<file path="config.mk">
export PLATFORM = sky130hd
export DESIGN_NAME = lsu_top
export DESIGN_NICKNAME = d
export VERILOG_FILES = /design/src/logic/axi_pkg.sv /design/src/logic/lsu_pkg.sv /design/src/logic/axi_lite_if.sv /design/src/logic/axi_sram.sv /design/src/logic/lsu_ctrl.sv /design/src/logic/lsu_top.sv
export VERILOG_INCLUDE_DIRS = /design/src /design/src/logic
export SDC_FILE = /design/constraint.sdc
export NUM_CORES = 2
export LEC_CHECK = 0
export BUFFER_PORTS_ARGS = -buffer_cell sky130_fd_sc_hd__buf_2
export CAP_MARGIN = 0
export CELL_PAD_IN_SITES_DETAIL_PLACEMENT = 1
export CELL_PAD_IN_SITES_GLOBAL_PLACEMENT = 1
export CORE_UTILIZATION = 50
export CTS_CLUSTER_DIAMETER = 60
export DETAILED_ROUTE_END_ITERATION = 10
export HOLD_SLACK_MARGIN = 0.05
export PLACE_DENSITY_LB_ADDON = 0.1
export SKIP_LAST_GASP = 1
export SLEW_MARGIN = 30
export SYNTH_ARGS = -nofsm -noshare
export SYNTH_HDL_FRONTEND = slang
export SYNTH_HIERARCHICAL = 1
export SYNTH_SLANG_ARGS = --single-unit
</file>
<file path="constraint.sdc">
create_clock -name clk -period 6.15 [get_ports clk]
set_clock_uncertainty 0.2 [all_clocks]
set_input_delay 0 -clock clk [delete_from_list [all_inputs] [get_ports clk]]
set_output_delay 0 -clock clk [all_outputs]
set_load 0.1 [all_outputs]
</file>
<file path="src/logic/lsu_defines.svh">
`ifndef LSU_DEFINES_SVH
`define LSU_DEFINES_SVH

// core word and bus data width
`define LSU_DATA_W 32

// one enable bit per byte of a word
`define LSU_MASK_W 4

// slave memory depth in words
`define LSU_MEM_WORDS 64

// cycles from request accept to response valid
`define LSU_MEM_LAT 2

`endif

</file>
<file path="src/logic/axi_pkg.sv">
`include "lsu_defines.svh"

package axi_pkg;

    typedef logic [`LSU_DATA_W-1:0] axi_addr_t;

    typedef logic [`LSU_DATA_W-1:0] axi_data_t;

    typedef logic [`LSU_MASK_W-1:0] axi_strb_t;

    typedef enum logic [1:0] {
        okay   = 2'b00,
        exokay = 2'b01,
        slverr = 2'b10,
        decerr = 2'b11
    } axi_resp_e;

    // sram slave FSM
    typedef enum logic [2:0] {
        idle,
        read_wait,
        read_resp,
        write_wait,
        write_resp
    } sram_state_e;

endpackage

</file>
<file path="src/logic/lsu_pkg.sv">
`include "lsu_defines.svh"

package lsu_pkg;

    // core side view of a memory access

    typedef logic [`LSU_DATA_W-1:0] lsu_word_t;

    typedef logic [`LSU_MASK_W-1:0] lsu_mask_t;

    // byte position inside a word
    typedef logic [1:0] lsu_off_t;

endpackage

</file>
<file path="src/logic/axi_lite_if.sv">
interface axi_lite_if;

    axi_pkg::axi_addr_t araddr;
    logic               arvalid;
    logic               arready;

    axi_pkg::axi_data_t rdata;
    axi_pkg::axi_resp_e rresp;
    logic               rvalid;
    logic               rready;

    axi_pkg::axi_addr_t awaddr;
    logic               awvalid;
    logic               awready;

    axi_pkg::axi_data_t wdata;
    axi_pkg::axi_strb_t wstrb;
    logic               wvalid;
    logic               wready;

    axi_pkg::axi_resp_e bresp;
    logic               bvalid;
    logic               bready;

    modport master (
        output araddr, arvalid, input arready,
        input  rdata, rresp, rvalid, output rready,
        output awaddr, awvalid, input awready,
        output wdata, wstrb, wvalid, input wready,
        input  bresp, bvalid, output bready
    );

    modport slave (
        input  araddr, arvalid, output arready,
        output rdata, rresp, rvalid, input rready,
        input  awaddr, awvalid, output awready,
        input  wdata, wstrb, wvalid, output wready,
        output bresp, bvalid, input bready
    );

endinterface

</file>
<file path="src/logic/axi_sram.sv">
`include "lsu_defines.svh"

module axi_sram (
    input  logic      clk,
    input  logic      rst,

    axi_lite_if.slave bus
);

    localparam int IDX_W = $clog2(`LSU_MEM_WORDS);
    localparam int CNT_W = $clog2(`LSU_MEM_LAT + 1);

    axi_pkg::axi_data_t   mem [`LSU_MEM_WORDS];

    axi_pkg::sram_state_e state;
    logic [CNT_W-1:0]     cnt;
    logic [IDX_W-1:0]     idx_q;
    logic                 have_w;
    axi_pkg::axi_data_t   w_data_q;
    axi_pkg::axi_strb_t   w_strb_q;
    axi_pkg::axi_data_t   rdata_q;

    logic                 ar_hs;
    logic                 aw_hs;
    logic                 w_hs;
    logic                 mem_we;
    logic [IDX_W-1:0]     mem_idx;
    axi_pkg::axi_data_t   mem_data;
    axi_pkg::axi_strb_t   mem_strb;

    // a pending early w blocks reads until its aw shows up
    assign bus.arready = (state == axi_pkg::idle) && !have_w;
    assign bus.awready = (state == axi_pkg::idle) && !bus.arvalid;
    assign bus.wready  = ((state == axi_pkg::idle) || (state == axi_pkg::write_wait))
                         && !have_w;

    assign bus.rvalid = (state == axi_pkg::read_resp);
    assign bus.rdata  = rdata_q;
    assign bus.rresp  = axi_pkg::okay;
    assign bus.bvalid = (state == axi_pkg::write_resp);
    assign bus.bresp  = axi_pkg::okay;

    assign ar_hs = bus.arvalid && bus.arready;
    assign aw_hs = bus.awvalid && bus.awready;
    assign w_hs  = bus.wvalid && bus.wready;

    // the write lands once both address and data are known
    always_comb begin
        mem_we   = 1'b0;
        mem_idx  = idx_q;
        mem_data = w_data_q;
        mem_strb = w_strb_q;
        if (state == axi_pkg::idle && aw_hs && (w_hs || have_w)) begin
            mem_we  = 1'b1;
            mem_idx = bus.awaddr[IDX_W+1:2];
        end else if (state == axi_pkg::write_wait && w_hs) begin
            mem_we = 1'b1;
        end
        if (w_hs) begin
            mem_data = bus.wdata;
            mem_strb = bus.wstrb;
        end
    end

    always_ff @(posedge clk or posedge rst) begin
        if (rst) begin
            state  <= axi_pkg::idle;
            cnt    <= '0;
            idx_q  <= '0;
            have_w <= 1'b0;
        end else begin
            case (state)
                axi_pkg::idle: begin
                    if (ar_hs) begin
                        idx_q <= bus.araddr[IDX_W+1:2];
                        cnt   <= CNT_W'(`LSU_MEM_LAT - 1);
                        state <= axi_pkg::read_wait;
                    end else if (aw_hs) begin
                        idx_q <= bus.awaddr[IDX_W+1:2];
                        cnt   <= CNT_W'(`LSU_MEM_LAT - 1);
                        state <= axi_pkg::write_wait;
                        have_w <= w_hs || have_w;
                    end else if (w_hs) begin
                        have_w <= 1'b1;
                    end
                end
                axi_pkg::read_wait: begin
                    if (cnt == '0) begin
                        state <= axi_pkg::read_resp;
                    end else begin
                        cnt <= cnt - 1'b1;
                    end
                end
                axi_pkg::read_resp: begin
                    if (bus.rready) begin
                        state <= axi_pkg::idle;
                    end
                end
                axi_pkg::write_wait: begin
                    // latency runs only after the data is in
                    if (!have_w) begin
                        if (w_hs) begin
                            have_w <= 1'b1;
                            cnt    <= CNT_W'(`LSU_MEM_LAT - 1);
                        end
                    end else if (cnt == '0) begin
                        have_w <= 1'b0;
                        state  <= axi_pkg::write_resp;
                    end else begin
                        cnt <= cnt - 1'b1;
                    end
                end
                axi_pkg::write_resp: begin
                    if (bus.bready) begin
                        state <= axi_pkg::idle;
                    end
                end
                default: state <= axi_pkg::idle;
            endcase
        end
    end

    always_ff @(posedge clk) begin
        if (w_hs) begin
            w_data_q <= bus.wdata;
            w_strb_q <= bus.wstrb;
        end
    end

    // byte merge under strobe
    always_ff @(posedge clk) begin
        if (mem_we) begin
            for (int i = 0; i < `LSU_MASK_W; i++) begin
                if (mem_strb[i]) begin
                    mem[mem_idx][8*i +: 8] <= mem_data[8*i +: 8];
                end
            end
        end
    end

    always_ff @(posedge clk) begin
        if (state == axi_pkg::read_wait && cnt == '0) begin
            rdata_q <= mem[idx_q];
        end
    end

endmodule

</file>
<file path="src/logic/lsu_ctrl.sv">
module lsu_ctrl (
    input  logic               clk,
    input  logic               rst,

    output lsu_pkg::lsu_word_t rdata,
    input  lsu_pkg::lsu_word_t wdata,
    input  lsu_pkg::lsu_word_t addr,
    input  lsu_pkg::lsu_mask_t mask,
    input  logic               r_en,
    input  logic               w_en,
    output logic               finish,

    axi_lite_if.master         bus
);

    lsu_pkg::lsu_off_t  off;
    lsu_pkg::lsu_word_t addr_aligned;
    logic               ar_hs;
    logic               r_hs;
    logic               aw_hs;
    logic               w_hs;
    logic               b_hs;

    assign off          = addr[1:0];
    assign addr_aligned = {addr[$bits(addr)-1:2], 2'b00};

    assign ar_hs = bus.arvalid && bus.arready;
    assign r_hs  = bus.rvalid && bus.rready;
    assign aw_hs = bus.awvalid && bus.awready;
    assign w_hs  = bus.wvalid && bus.wready;
    assign b_hs  = bus.bvalid && bus.bready;

    // read side
    always_ff @(posedge clk) begin
        if (r_en) begin
            bus.araddr <= addr_aligned;
        end
    end

    always_ff @(posedge clk or posedge rst) begin
        if (rst) begin
            bus.arvalid <= 1'b0;
        end else if (ar_hs) begin
            bus.arvalid <= 1'b0;
        end else if (r_en) begin
            bus.arvalid <= 1'b1;
        end
    end

    always_ff @(posedge clk or posedge rst) begin
        if (rst) begin
            bus.rready <= 1'b0;
        end else if (r_hs) begin
            bus.rready <= 1'b0;
        end else if (ar_hs) begin
            bus.rready <= 1'b1;
        end
    end

    // offset is taken live, addr is held by the core until finish
    always_ff @(posedge clk or posedge rst) begin
        if (rst) begin
            rdata <= '0;
        end else if (r_hs) begin
            rdata <= bus.rdata >> {off, 3'b000};
        end
    end

    // write side, address and data go out together
    always_ff @(posedge clk) begin
        if (w_en) begin
            bus.awaddr <= addr_aligned;
            // bytes pushed past the top lane are lost
            bus.wdata  <= wdata << {off, 3'b000};
            bus.wstrb  <= mask << off;
        end
    end

    always_ff @(posedge clk or posedge rst) begin
        if (rst) begin
            bus.awvalid <= 1'b0;
        end else if (aw_hs) begin
            bus.awvalid <= 1'b0;
        end else if (w_en) begin
            bus.awvalid <= 1'b1;
        end
    end

    always_ff @(posedge clk or posedge rst) begin
        if (rst) begin
            bus.wvalid <= 1'b0;
        end else if (w_hs) begin
            bus.wvalid <= 1'b0;
        end else if (w_en) begin
            bus.wvalid <= 1'b1;
        end
    end

    always_ff @(posedge clk or posedge rst) begin
        if (rst) begin
            bus.bready <= 1'b0;
        end else if (b_hs) begin
            bus.bready <= 1'b0;
        end else if (aw_hs) begin
            bus.bready <= 1'b1;
        end
    end

    // one cycle after the closing handshake.
    // ready drops on the handshake, so this never lasts two cycles
    always_ff @(posedge clk or posedge rst) begin
        if (rst) begin
            finish <= 1'b0;
        end else begin
            finish <= r_hs || b_hs;
        end
    end

endmodule

</file>
<file path="src/logic/lsu_top.sv">
module lsu_top (
    input  logic               clk,
    input  logic               rst,

    output lsu_pkg::lsu_word_t rdata,
    input  lsu_pkg::lsu_word_t wdata,
    input  lsu_pkg::lsu_word_t addr,
    input  lsu_pkg::lsu_mask_t mask,
    input  logic               r_en,
    input  logic               w_en,
    output logic               finish
);

    axi_lite_if bus_if ();

    // master side
    lsu_ctrl u_ctrl (
        .clk    (clk),
        .rst    (rst),
        .rdata  (rdata),
        .wdata  (wdata),
        .addr   (addr),
        .mask   (mask),
        .r_en   (r_en),
        .w_en   (w_en),
        .finish (finish),
        .bus    (bus_if.master)
    );

    // memory behind the bus
    axi_sram u_sram (
        .clk (clk),
        .rst (rst),
        .bus (bus_if.slave)
    );

endmodule
</file>
Yosys cells after proc, flatten, opt, wreduce, memory -nomap -nowiden
Memory sizes are Yosys's and may differ from the RTL's. A register that Yosys moved wholly into a read port is not among the register bits.
Index checks and enable logic that the tools add are counted.
- add/subtract/negate cells: 1
- equal/unequal tests: 13
- shifts and indexed selects: 3
- mux-type cells: 49
- reductions and logical operators: 31
- operator list (operator ; number):
    two-way mux 32 bit ; 1
    << shifter 32 x 5 -> 32 bit ; 1
    right shift 32 x 5 -> 32 bit ; 1
    two-way mux 1 bit ; 29
    two-way mux 3 bit ; 7
    two-way mux 6 bit ; 3
    case mux 3 bit (5 select lines) ; 1
    nonzero test 2 bit ; 7
    logical AND 1 bit ; 12
    two-way mux 2 bit ; 5
    != test 2 bit, second input constant ; 4
    == test 3 x 2 -> 1 bit, second input constant ; 2
    != test 3 x 1 -> 1 bit, second input constant ; 2
    case mux 2 bit (3 select lines) ; 1
    AND reduction 3 bit ; 2
    AND reduction 6 bit ; 1
    two-way mux 4 bit ; 1
    != test 2 x 1 -> 1 bit, second input constant ; 2
    << shifter 4 x 2 -> 4 bit ; 1
    == test 3 x 1 -> 1 bit, second input constant ; 1
    == test 3 bit, second input constant ; 1
    zero test 3 bit ; 1
    logical OR 1 bit ; 3
    != test 3 x 2 -> 1 bit, second input constant ; 1
    other kinds (6) ; 7
- bits in registers: 134
- bits in writable memories: 2048
- input bits: 72
- word-level logic and storage cells: 115
- memories kept: 1
- memory list (name ; words ; width ; read ports ; clocked after Yosys merged registers in ; wr ports ; RTL line ; text):
    u_sram.mem ; 64 ; 32 ; 1 ; 1 ; 1 ; axi_sram.sv:13 ; axi_pkg::axi_data_t mem [`LSU_MEM_WORDS];

Longest topological paths before layout
- word-level depth: 9
- mapped depth: 10
- gate-level depth less buffers: 5

Hierarchy
Netlist, hierarchy kept.
- by module, submodules not included (module ; times used ; cells each ; area each (µm²) ; seq. area each (µm²)):
    axi_sram ; 1 ; 3897 ; 82130.0 ; 63480.9
    lsu_ctrl ; 1 ; 356 ; 5300.1 ; 3833.7

Least setup slack after synthesis
No wires, ideal clock.
- kind: flip-flop to flip-flop
- start: register u_sram.state[2]
- end: register u_sram.rdata_q[0], in the netlist u_sram/bus.rdata[0] (read register of u_sram.mem), enable pin
- library setup time: 502 ps
- arrival: 3809 ps
- setup slack: 1639 ps
- stages on the path, launching flop included: 4
- period minus slack after synthesis: 4511 ps
- path through: dfrtp_1 -> clkbuf_1 -> nand2b_1 -> nor4_1
- cells in the longest elaborated chain, start to end: 2
- RTL lines (item ; RTL line ; text):
    start: declaration ; axi_sram.sv:15 ; axi_pkg::sram_state_e state;
    start signal: assignment ; axi_sram.sv:67 ; state <= axi_pkg::idle;
    start signal: assignment ; axi_sram.sv:77 ; state <= axi_pkg::read_wait;
    start signal: assignment ; axi_sram.sv:81 ; state <= axi_pkg::write_wait;
    == test 3 x 1 -> 1 bit ; axi_sram.sv:142 ; if (state == axi_pkg::read_wait && cnt == '0) begin
    logical AND 1 bit ; axi_sram.sv:142 ;
    end: declaration ; axi_sram.sv:21 ; axi_pkg::axi_data_t rdata_q;
Every way passes these cells.
A chain may end at the register's enable or synchronous reset.

Final worst setup path
- start: register u_sram.state[2]
- end: memory u_sram/mem[38][12] (netlist bit), enable pin
- elaborated cells on any way between the ends: 18
- those cells by class: eq/ne: 1; mux: 7; reduce/logical: 10
- RTL lines (item ; RTL line ; text):
    == test 3 x 2 -> 1 bit / zero test 3 bit (equally long branches) ; axi_sram.sv:34 ; assign bus.wready = ((state == axi_pkg::idle) || (state == axi_pkg::write_wait))
    logical OR 1 bit * ; axi_sram.sv:34 ;
    logical AND 1 bit * ; axi_sram.sv:35 ; && !have_w;
    logical AND 1 bit * ; axi_sram.sv:45 ; assign w_hs = bus.wvalid && bus.wready;
    two-way mux 4 bit * ; n/a ;
    named net u_sram.mem_strb[1] ; axi_sram.sv:29 ; axi_pkg::axi_strb_t mem_strb;
    two-way mux 1 bit * ; axi_sram.sv:134 ; if (mem_strb[i]) begin
    two-way mux 1 bit * ; axi_sram.sv:132 ; if (mem_we) begin
    two-way mux 1 bit (not written as such) * ; axi_sram.sv:135 ; mem[mem_idx][8*i +: 8] <= mem_data[8*i +: 8];
    end: declaration ; axi_sram.sv:13 ;
The timed path passes the listed nets; every way through them passes the cells marked *.

==> flow_metrics.env <==
export IMPL_status="complete, no violations"
export IMPL_hpwl_um=148800
export IMPL_syn_area_um2=85920
export IMPL_grt_pass1_wl_um=341600
export IMPL_leakage_nw=31.82
export IMPL_grt_busiest_layer="met2"
export IMPL_coreArea_um2=170000
export IMPL_use_met3=0.04963
export IMPL_grt_antenna_before_repair=14
export IMPL_cts_resized_gates=0
export IMPL_crit_chain="or3b_1 > or2_2 > buf_4 > mux2_2 > nand2_2 > buf_4 > nor3_2"
export IMPL_clock_power_share=0.266
export IMPL_clk_path_buf_depth=3
export IMPL_antenna_left=0
export IMPL_power_per_cell_area_nw_per_um2=500.3
export IMPL_required_ns=6.43
export IMPL_root_buffer="clkbuf_16"
export IMPL_htree_num_levels=4
export IMPL_via_per_inst=6.324
export IMPL_finalInstanceArea_um2=98910
export IMPL_pin_count=105
export IMPL_cts_buffers_inserted=224
export IMPL_cts_sinks=2214
export IMPL_synth_nets=4267
export IMPL_port_buffers=80
export IMPL_fmax_mhz=232.1
export IMPL_cts_tree="yes"
export IMPL_critPathKind="flip-flop to flip-flop"
export IMPL_layout_drive_gt1_share=0.2881
export IMPL_period_needed_ns=4.308
export IMPL_period_share=0.7005
export IMPL_combinationalPowerShare=0.324
export IMPL_slowest_stage="nor3_2"
export IMPL_hold_class="input port to flip-flop"
export IMPL_relSlewSlack=0.2720
export IMPL_grt_max_degree=85
export IMPL_cp_max_fo=36
export IMPL_setup_viol=0
export IMPL_dpl_cell_area_um2=90830
export IMPL_vdd_drop_max_mv=0.4774
export IMPL_worstSetupStartpointType="flip-flop"
export IMPL_internal_power_w=0.03200
export IMPL_seqPwrFrac=0.410
export IMPL_num_rows=151
export IMPL_use_met1=0.3965
export IMPL_synthCells=4195
export IMPL_setup_tns_ns=0
export IMPL_wire_per_inst_um=34.22
export IMPL_dp_cells=6505
export IMPL_clkTransAtPathRegs_ns=0.06
export IMPL_fin_hold_ws_ns=0.1471
export IMPL_fin_nets=4684
export IMPL_start_util=0.5053
export IMPL_crit_family="simple AND/OR/NAND/NOR gates"
export IMPL_cp_end_kind="flip-flop"
export IMPL_critPathArrivalTime_ns=4.59
export IMPL_gp_congestion=0.8117
export IMPL_drtIter0Drc=4634
export IMPL_rsz0062_at_grt="no"
export IMPL_worst_r2r_cell_count=7
export IMPL_vias=44450
export IMPL_grt_use_total=0.2789
export IMPL_syn2layout_area_growth_pct=15.12
export IMPL_fp_dieH_um=416.5
export IMPL_drv_cap=0
export IMPL_grt_pass1_vias=45800
export IMPL_hold_viol_final=0
export IMPL_crit_top_cell="buf_4"
export IMPL_grt_overflow=0
export IMPL_layout_setup_ws_ns=1.842
export IMPL_cpPeakStageDelay_ns=0.77
export IMPL_dieArea_um2=173500
export IMPL_crit_buf_inv=2
export IMPL_p_switching_w=0.01749
export IMPL_clock_latency_ns=0.87
export IMPL_fin_cells=7028
export IMPL_worst_pin_slew_ns=1.089
export IMPL_die_w_um=416.5
export IMPL_drv_slew=0
export IMPL_p_sw_frac=0.3533
export IMPL_wirelength_um=240500
export IMPL_grt_use_met2=0.4454
export IMPL_holdPathStages=5
export IMPL_drcViolationCount=0
export IMPL_postSynthAreaPerCell_um2=20.48
export IMPL_drt_pass1_iterations=7
export IMPL_place_ws_ns=1.917
export IMPL_yosys_warnings=6
export IMPL_cp_depth=7
-- timing repair --
action                                 4_1_cts  5_1_grt
setup endpoints to repair                    0        0
endpoints found under the hold margin      181        0
setup buffers                                0        0
hold buffers                                99        0
-- cells in the final DEF (no fill, tap or decap), drive strengths merged, types with 74 or more instances in the layout --
cell and count:
buf 387, clkinv 112, a22oi 139, mux2 83
nand2 174, clkbuf 280, mux4 476, mux2i 127
dlygate4sd3 99, nor3 230, a21oi 74, edfxtp 2128
-- flip-flops by register name (all words and copies together), names as in the netlist --
register / cells
u_ctrl/bus.awvalid: 1
u_sram/have_w: 1
u_ctrl/bus.arvalid: 1
u_sram/cnt: 2
u_sram/w_data_q: 32
u_ctrl/finish: 1
u_ctrl/bus.bready: 1
u_sram/state: 3
u_ctrl/bus.rready: 1
u_ctrl/bus.wstrb: 4
u_ctrl/bus.araddr: 6
u_sram/idx_q: 6
u_ctrl/rdata: 32
u_ctrl/bus.awaddr: 6
u_sram/bus.rdata: 32
u_ctrl/bus.wvalid: 1
u_ctrl/bus.wdata: 32
u_sram/mem: 2048
u_sram/w_strb_q: 4
-- path summary, 6_finish.rpt --
path	startpoint	end	slack, ns
worst max register to register	u_sram/state[2]	u_sram/mem[38][12]	1.84
min in group asynchronous	rst	u_sram/idx_q[3]	0.18
max in group asynchronous	rst	u_sram/idx_q[0]	5.11
worst min register to register	u_ctrl/bus.araddr[6]	u_sram/idx_q[4]	0.27
worst min-delay path	wdata[31]	u_ctrl/bus.wdata[31]	0.15
worst max-delay path	u_sram/state[2]	u_sram/mem[38][12]	1.84
-- worst min-delay path, cell delays in order --
cell	delay [ns]
buf_2	0.07
nor2b_1	0.13
a211oi_1	0.08
a21oi_1	0.18
dlygate4sd3_1	0.61
-- metal layers --
metal | up-vias | routed length (um) | share of wire
met5 | - | 64 | 0.00027
met4 | 8 | 6504 | 0.027
met3 | 383 | 17680 | 0.074
met2 | 1798 | 115800 | 0.48
met1 | 23930 | 100500 | 0.42
li1 | 18330 | - | -
-- per-stage QoR --
step           power, W  utilization
2_1_floorplan   0.02974            -
3_3_place_gp    0.03628       0.5334
3_5_place_dp    0.03667       0.5342
4_1_cts         0.04982       0.5815
5_1_grt         0.05088       0.5816
6_report        0.04949       0.5817
-- area by class of cell --
class | count | area [um2]
Multi-Input combinational cell | 1674 | 19250
Antenna cell | 6 | 15.01
Timing Repair Buffer | 486 | 3891
Inverter | 12 | 45.04
Clock buffer | 280 | 5961
Fill cell | 14360 | 71120
Clock inverter | 138 | 1091
Sequential cell | 2214 | 65890
Tap cell | 2218 | 2775
-- power groups by stage --
stage                     sequential (W)  clock [W]  combinational, W
after floorplan                   0.0210          0           0.00869
after global placement            0.0206          0            0.0157
after detailed placement          0.0206          0            0.0161
after CTS                         0.0203     0.0134            0.0161
after global routing              0.0203     0.0138            0.0167
final                             0.0203     0.0132            0.0160
Power figures use the tool's default switching activity.
